[config.mk]
export PLATFORM = sky130hd
export DESIGN_NAME = covAccumulator
export DESIGN_NICKNAME = d
export VERILOG_FILES = /design/src/source/covPkg.sv /design/src/source/covAccumulator.sv
export SDC_FILE = /design/constraint.sdc
export NUM_CORES = 2
export LEC_CHECK = 0
export BUFFER_PORTS_ARGS = -buffer_cell sky130_fd_sc_hd__clkbuf_2
export CELL_PAD_IN_SITES_DETAIL_PLACEMENT = 1
export CELL_PAD_IN_SITES_GLOBAL_PLACEMENT = 1
export CORE_ASPECT_RATIO = 1.4
export CORE_MARGIN = 2
export CORE_UTILIZATION = 41
export CTS_CLUSTER_SIZE = 8
export DETAILED_ROUTE_END_ITERATION = 10
export GPL_ROUTABILITY_DRIVEN = 0
export PLACE_DENSITY = 0.78
export SYNTH_ARGS = -nofsm -noshare
export SYNTH_HDL_FRONTEND = slang
export SYNTH_SLANG_ARGS = --single-unit
[constraint.sdc]
create_clock -name clk -period 5.2 [get_ports clk]
set_input_delay 1.3 -clock clk [delete_from_list [all_inputs] [get_ports clk]]
set_output_delay 1.3 -clock clk [all_outputs]
set_load 0.01 [all_outputs]
[src/source/covPkg.sv]
`default_nettype none

package covPkg;

	localparam int sampleWidth = 26;
	localparam int sampleFrac = 9; // binary point position of each sample.
	localparam int productWidth = 2 * sampleWidth;
	localparam int covWidth = 16;
	localparam int numChannels = 4;

	localparam int windowLen = 128;
	localparam int countWidth = $clog2(windowLen + 1); // must be able to hold windowLen itself.

	// dividing by the window length and dropping the product's fraction bits
	// collapse into one arithmetic shift.
	localparam int covShift = $clog2(windowLen) + 2 * sampleFrac;

	typedef logic signed [sampleWidth-1:0] sample_t;
	typedef logic signed [productWidth-1:0] product_t;
	typedef logic signed [covWidth-1:0] covElem_t;

	typedef struct packed {
		sample_t x1;
		sample_t x2;
		sample_t x3;
		sample_t x4;
	} sampleVec_t;

	// Upper triangle only, the lower half is the same by symmetry.
	typedef struct packed {
		product_t p11;
		product_t p12;
		product_t p13;
		product_t p14;
		product_t p22;
		product_t p23;
		product_t p24;
		product_t p33;
		product_t p34;
		product_t p44;
	} productSet_t;

	typedef struct packed {
		covElem_t c11;
		covElem_t c12;
		covElem_t c13;
		covElem_t c14;
		covElem_t c21;
		covElem_t c22;
		covElem_t c23;
		covElem_t c24;
		covElem_t c31;
		covElem_t c32;
		covElem_t c33;
		covElem_t c34;
		covElem_t c41;
		covElem_t c42;
		covElem_t c43;
		covElem_t c44;
	} covMatrix_t;

endpackage

`default_nettype wire

[src/source/covAccumulator.sv]
`timescale 1ns/10ps
`default_nettype none

module covAccumulator (
	input wire logic clk,
	input wire logic rstN,
	input wire logic prodEn,
	input wire covPkg::productSet_t products,
	output covPkg::covMatrix_t cov,
	output logic covValid
);
	import covPkg::*;

	productSet_t sums; // one running sum per unique product.
	logic [countWidth-1:0] count;
	logic windowEnd;

	// scale a window sum down to one output element.
	// Bits above covWidth are dropped, the result is not saturated.
	function automatic covElem_t scaleSum(input product_t sum);
		product_t shifted;
		shifted = sum >>> covShift;
		return shifted[covWidth-1:0];
	endfunction

	// A full window is in the sums once the count reaches windowLen.
	// The product present on that edge belongs to no window and is dropped.
	assign windowEnd = prodEn && (count == countWidth'(windowLen));

	always_ff @(posedge clk) begin
		if (!rstN) begin
			count <= '0;
			sums <= '0;
		end else if (!prodEn || windowEnd) begin
			count <= '0; // a gap in the stream restarts the window.
			sums <= '0;
		end else begin
			count <= count + 1'b1;
			sums.p11 <= sums.p11 + products.p11;
			sums.p12 <= sums.p12 + products.p12;
			sums.p13 <= sums.p13 + products.p13;
			sums.p14 <= sums.p14 + products.p14;
			sums.p22 <= sums.p22 + products.p22;
			sums.p23 <= sums.p23 + products.p23;
			sums.p24 <= sums.p24 + products.p24;
			sums.p33 <= sums.p33 + products.p33;
			sums.p34 <= sums.p34 + products.p34;
			sums.p44 <= sums.p44 + products.p44;
		end
	end

	always_ff @(posedge clk) begin
		if (!rstN) begin
			covValid <= 1'b0;
			cov <= '0;
		end else begin
			covValid <= windowEnd;
			if (windowEnd) begin
				cov.c11 <= scaleSum(sums.p11);
				cov.c12 <= scaleSum(sums.p12);
				cov.c13 <= scaleSum(sums.p13);
				cov.c14 <= scaleSum(sums.p14);

				cov.c21 <= scaleSum(sums.p12); // lower triangle mirrors the upper sums.
				cov.c22 <= scaleSum(sums.p22);
				cov.c23 <= scaleSum(sums.p23);
				cov.c24 <= scaleSum(sums.p24);

				cov.c31 <= scaleSum(sums.p13);
				cov.c32 <= scaleSum(sums.p23);
				cov.c33 <= scaleSum(sums.p33);
				cov.c34 <= scaleSum(sums.p34);

				cov.c41 <= scaleSum(sums.p14);
				cov.c42 <= scaleSum(sums.p24);
				cov.c43 <= scaleSum(sums.p34);
				cov.c44 <= scaleSum(sums.p44);
			end
		end
	end

	// the count stops at windowLen and wraps to zero on the publish edge.
	countInRange: assert property (
		@(posedge clk) disable iff (!rstN) count <= countWidth'(windowLen)
	) else $error("window count ran past the window length.");

	// Windows are at least windowLen + 1 cycles apart, so a result never lasts two cycles.
	validIsPulse: assert property (
		@(posedge clk) disable iff (!rstN) covValid |=> !covValid
	) else $error("covValid stayed high for more than one cycle.");

	validAfterFullWindow: assert property (
		@(posedge clk) disable iff (!rstN) covValid |-> $past(count) == countWidth'(windowLen)
	) else $error("covValid without a full window behind it.");

endmodule

`default_nettype wire

Word level (Yosys, flattened, before mapping) --
Index checks and enable logic that the tools add are counted.
Word-level totals: bits in registers 689, bits of input ports 523, output and inout port bits 257, word-level logic and storage cells 39
Cells by class: add/sub/neg operators 11, equal/unequal tests 1, bitwise logic cells 1, reduce and logical (&&, ||, !) cells 4
Operators by type and width (count):
- adder 52 bit | 10
- adder 8 x 1 -> 8 bit (second input constant) | 1
- equality test 8 bit (second input constant) | 1
- OR reduction 2 bit | 1
- logical AND 1 bit | 1
- zero test 1 bit | 1
- logical OR 1 bit | 1
- inverter 1 bit | 1

Logic depth before layout (Yosys ltp) --
depth in word-level cells 4, depth in mapped cells 12, depth with buffers taken out 12

Worst setup path before layout --
OpenSTA, ideal clock, no wires.
path kind input -> register, start point in products[416] in the netlist's numbering, end point reg sums[456] in the netlist's numbering, library setup time 0.128 ns, arrival time 3.933 ns, data required time 5.072 ns, path slack 1.140 ns, cell stages on the path 12, path buffers 0, cell sequence ha_1 fa_1 a211oi_2 nor2_1 o41a_1 a211oi_2 o22a_2 o41ai_1 or3_1 a31oi_1 xnor2_1 nor2_1
On the way: longest elaborated chain between the ends 1
RTL lines:
- start: declaration | RTL line covAccumulator.sv:8 | input wire covPkg::productSet_t products,
- adder 52 bit | RTL line covAccumulator.sv:40 | sums.p12 <= sums.p12 + products.p12;
- end: declaration | RTL line covAccumulator.sv:14 | productSet_t sums;
No other way between the ends. A chain may end at the register's enable or synchronous reset.

Final worst setup path --
start point in products[104] in the netlist's numbering, end point reg sums[142] in the netlist's numbering
On the way: longest elaborated chain between the ends 1
RTL lines:
- adder 52 bit | RTL line covAccumulator.sv:46 | sums.p33 <= sums.p33 + products.p33;
No other way between the ends.

==> summary.md <==
| Metric | Value |
|---|---|
| Highest cell delay on the worst timing path | 520 ps |
| Fill cells | 11500 |
| Count leader, synth | dfxtp_1 |
| Post-Synthesis Cells | 4784 |
| DR iter-0 viols | 1524 |
| Max-cap violations | 0 |
| Period utilization | 79.9% |
| Reg power frac | 36.1% |
| Fmax | 241 MHz |
| Worst-path clk slew | 50 ps |
| Post-synthesis register bit count | 579 |
| Cells along the critical path | clkbuf_2 > ha_1 > fa_1 > a211oi_1 > o21ai_1 > nor4b_1 > o31a_1 > a2111oi_2 > o41ai_2 > a221oi_2 > o21ai_1 > xnor2_1 > nor2_1 |
| Total Power | 13.5 mW |
| DR WL/cell | 20.2 um |
| Die area | 96200 um^2 |
| CTS tree | done |
| Mean Syn Cell Area | 8.03 um^2 |
| HP Class | reg2reg |
| Final Critical Period | 4150 ps |
| Chip width | 263 um |
| Worst slew pin tran | 1190 ps |
| Most used cell, CP | o21ai_1 |
| Post-synth top area share | 30.2% |
| RR Startpoint | sums[104] |
| Register-to-Register Path Depth | 12 |
| Hold path depth | 2 |
| Global-route wire length before repair | 206 mm |
| Leakage Power | 20.6 nW |
| CTS max path bufs | 3 |
| Combinational cell fraction of total power | 27.4% |
| FF+latch area | 11600 um^2 |
| Internal Pwr Total | 9.08 mW |
| GRT Overall Usage | 26.4% |
| Ys Warns | 0 |
| Worst Setup SP | products[104] |
| Inserted Clock Buffers | 82 |
| Largest area contributor in the netlist | dfxtp_1 |
| Final setup violation count | 0 |
| Initial antenna violation count | 57 |
| 1st-pass router iterations | 5 |
| Die extent in y | 366 um |
| Core area | 92700 um^2 |
| P&R area growth vs syn | 15.1% |
| Final WS setup | 1050 ps |
| Crit Path Category | in2reg |
| Vias | 36400 |
| Synth top cells by count | dfxtp_1 (579), nand2_1 (556), nor2_1 (552) |
| Top Ports | 780 |
| Total negative slack | 0 ps |
| Switch share | 32.7% |
| # rows | 132 |
| CTS H-tree depth | 3 |
| Switching pwr | 4.41 mW |
| Status | finished clean |
| Multi-input gate area | 24900 um^2 |
| Post-Synthesis Cell Area | 38400 um^2 |
| Number of library cell types mapped by synthesis | 87 |
| RSZ-0062 raised after global routing | no |
| ANT nets after route | 0 |
| CP max FO | 3 |
| FFs w/ async S/R, synth | 0% |
| Post-synth EDFFs | 0 |
| Fin. max-slew vios | 0 |
| R2R Setup Slk | 1480 ps |
| Worst Hold Launch | sums[394] |
| Rel. slew slack | 21.0% |
| Crit path required time | 5730 ps |
| Final hold violations | 0 |
| Vias per cell | 5.61 |
| Critical path arrival | 4680 ps |
| Post-Route WL | 131 mm |
| Pre-CTS setup slack | 439 ps |
| Synth Flop Type | dfxtp_1 |
| PwrDens | 305 nW/um^2 |
| Worst skew pair latency | 680 ps |
| Net Count, Synth | 5719 |
| # DRC | 0 |
| Max Clock Skew | 25.2 ps |
| Vias in the first global route | 38400 |
| Clk sinks | 579 |
| Max IR drop VDD | 263 uV |
| HPWL Detailed | 102 mm |
| RR Endpoint | sums[142] |
| Initial core utilization | 41.5% |
| Largest net degree at the start of global routing | 109 |
| Slowest CP cell | a2111oi_2 |
| Clock Power Share | 36.6% |
| Fraction of layout cells with a size suffix above 1 | 16.0% |
| CP Launch Type | input pin |
| Root buf cell | clkbuf_16 |
| Top post-synthesis cells by area | dfxtp_1 (30%), ha_1 (13%), a21oi_1 (5.5%), nand2_1 (5.4%), nor2_1 (5.4%) |
| PostCTS Resize Cnt | 0 |
| Port bufs | 669 |
| Hold path endpoint | cov[213] |
| Sequential share of the synthesized area | 30.2% |
| Hold-fix buffers, CTS | 0 |
| Post-CTS Repair Setup Buffers | 0 |
| Nets | 6174 |
| Crit path capture type | register |
| GRT overflow | 0 |
-- cells in the final DEF, fill, tap and decap left out, types with 46 or more instances in the layout --
cell	instances
xor2_1	167
ha_1	402
nor2_1	552
a21o_1	242
xnor2_1	199
o21bai_1	77
a211oi_1	46
nand3_1	101
a21boi_0	169
clkbuf_16	82
nor3_1	61
nand4_1	103
nand2_1	555
o21ai_0	177
clkbuf_2	668
dfxtp_1	579
a21oi_1	424
inv_1	95
-- stage by stage --
step                      hold slack (ps)  cell area, um^2  instances  utilization (%)
final                                 461            44200       6489             47.7
after global routing                  485            44200       6483             47.7
after CTS                             463            44100       6454             47.6
after detailed placement              461            41900       6361             45.3
after global placement                451            41900       6361             45.3
after floorplan                       445            38400       4784                -
-- how the worst max path moves through the flow --
stage,to
4_1_cts,sums[142]
5_1_grt,sums[142]
3_5_place_dp,sums[142]
3_3_place_gp,sums[142]
6_report,sums[142]
2_1_floorplan,sums[456]
-- power by group through the flow --
stage / logic (mW) / clock network, mW / registers, mW
5_1_grt: 4.11 / 5.24 / 4.89
6_report: 3.69 / 4.93 / 4.87
2_1_floorplan: 2.74 / 0 / 4.90
4_1_cts: 3.68 / 5.07 / 4.86
3_3_place_gp: 3.55 / 0 / 4.94
3_5_place_dp: 3.64 / 0 / 4.95
-- worst max-delay path, delay by kind of cell --
kind | cells | cell delay [ps]
AO/OA/AOI/OAI | 7 | 2210
XOR/XNOR | 1 | 150
adder cells (fa/ha/maj) | 2 | 660
buffers and inverters | 1 | 80
AND/OR/NAND/NOR | 2 | 280
-- cell type report --
| cell class | count | area share [%] |
|---|---|---|
| Inverter | 95 | 0.806 |
| Sequential cell | 579 | 26.2 |
| Clock inverter | 7 | 0.257 |
| Antenna cell | 35 | 0.198 |
| Timing Repair Buffer | 687 | 8.02 |
| Clock buffer | 86 | 4.70 |
| Tap cell | 1206 | 3.41 |
| Multi-Input combinational cell | 3794 | 56.4 |
-- sequential cells by signal (all words and copies together), names as in the netlist --
| signal | cells |
|---|---|
| sums | 410 |
| cov | 160 |
| count | 8 |
| covValid | 1 |
-- logic make-up (layout without fill, tap and decap cells) --
group / count (synthesis) / after routing / share of synthesized area (%)
compound gates: 1441 / 1441 / 24.8
xor+xnor: 366 / 366 / 8.35
fa+ha+maj: 412 / 412 / 13.6
buf+inv: 411 / 875 / 4.96
flops: 579 / 579 / 30.2
mux: 4 / 4 / 0.104
other cells: 0 / 35 / 0
simple gates: 1571 / 1571 / 18.0
-- per-layer routing --
| metal | GRT usage (%) | share of wire [%] | vias to the layer above |
|---|---|---|---|
| met5 | 0 | 0.23 | - |
| met4 | 14.1 | 4.9 | 46 |
| met3 | 6.26 | 5.7 | 306 |
| met2 | 48.8 | 51 | 797 |
| met1 | 27.5 | 38 | 17500 |
| li1 | - | - | 17800 |
(Power assumes the default switching activity.)
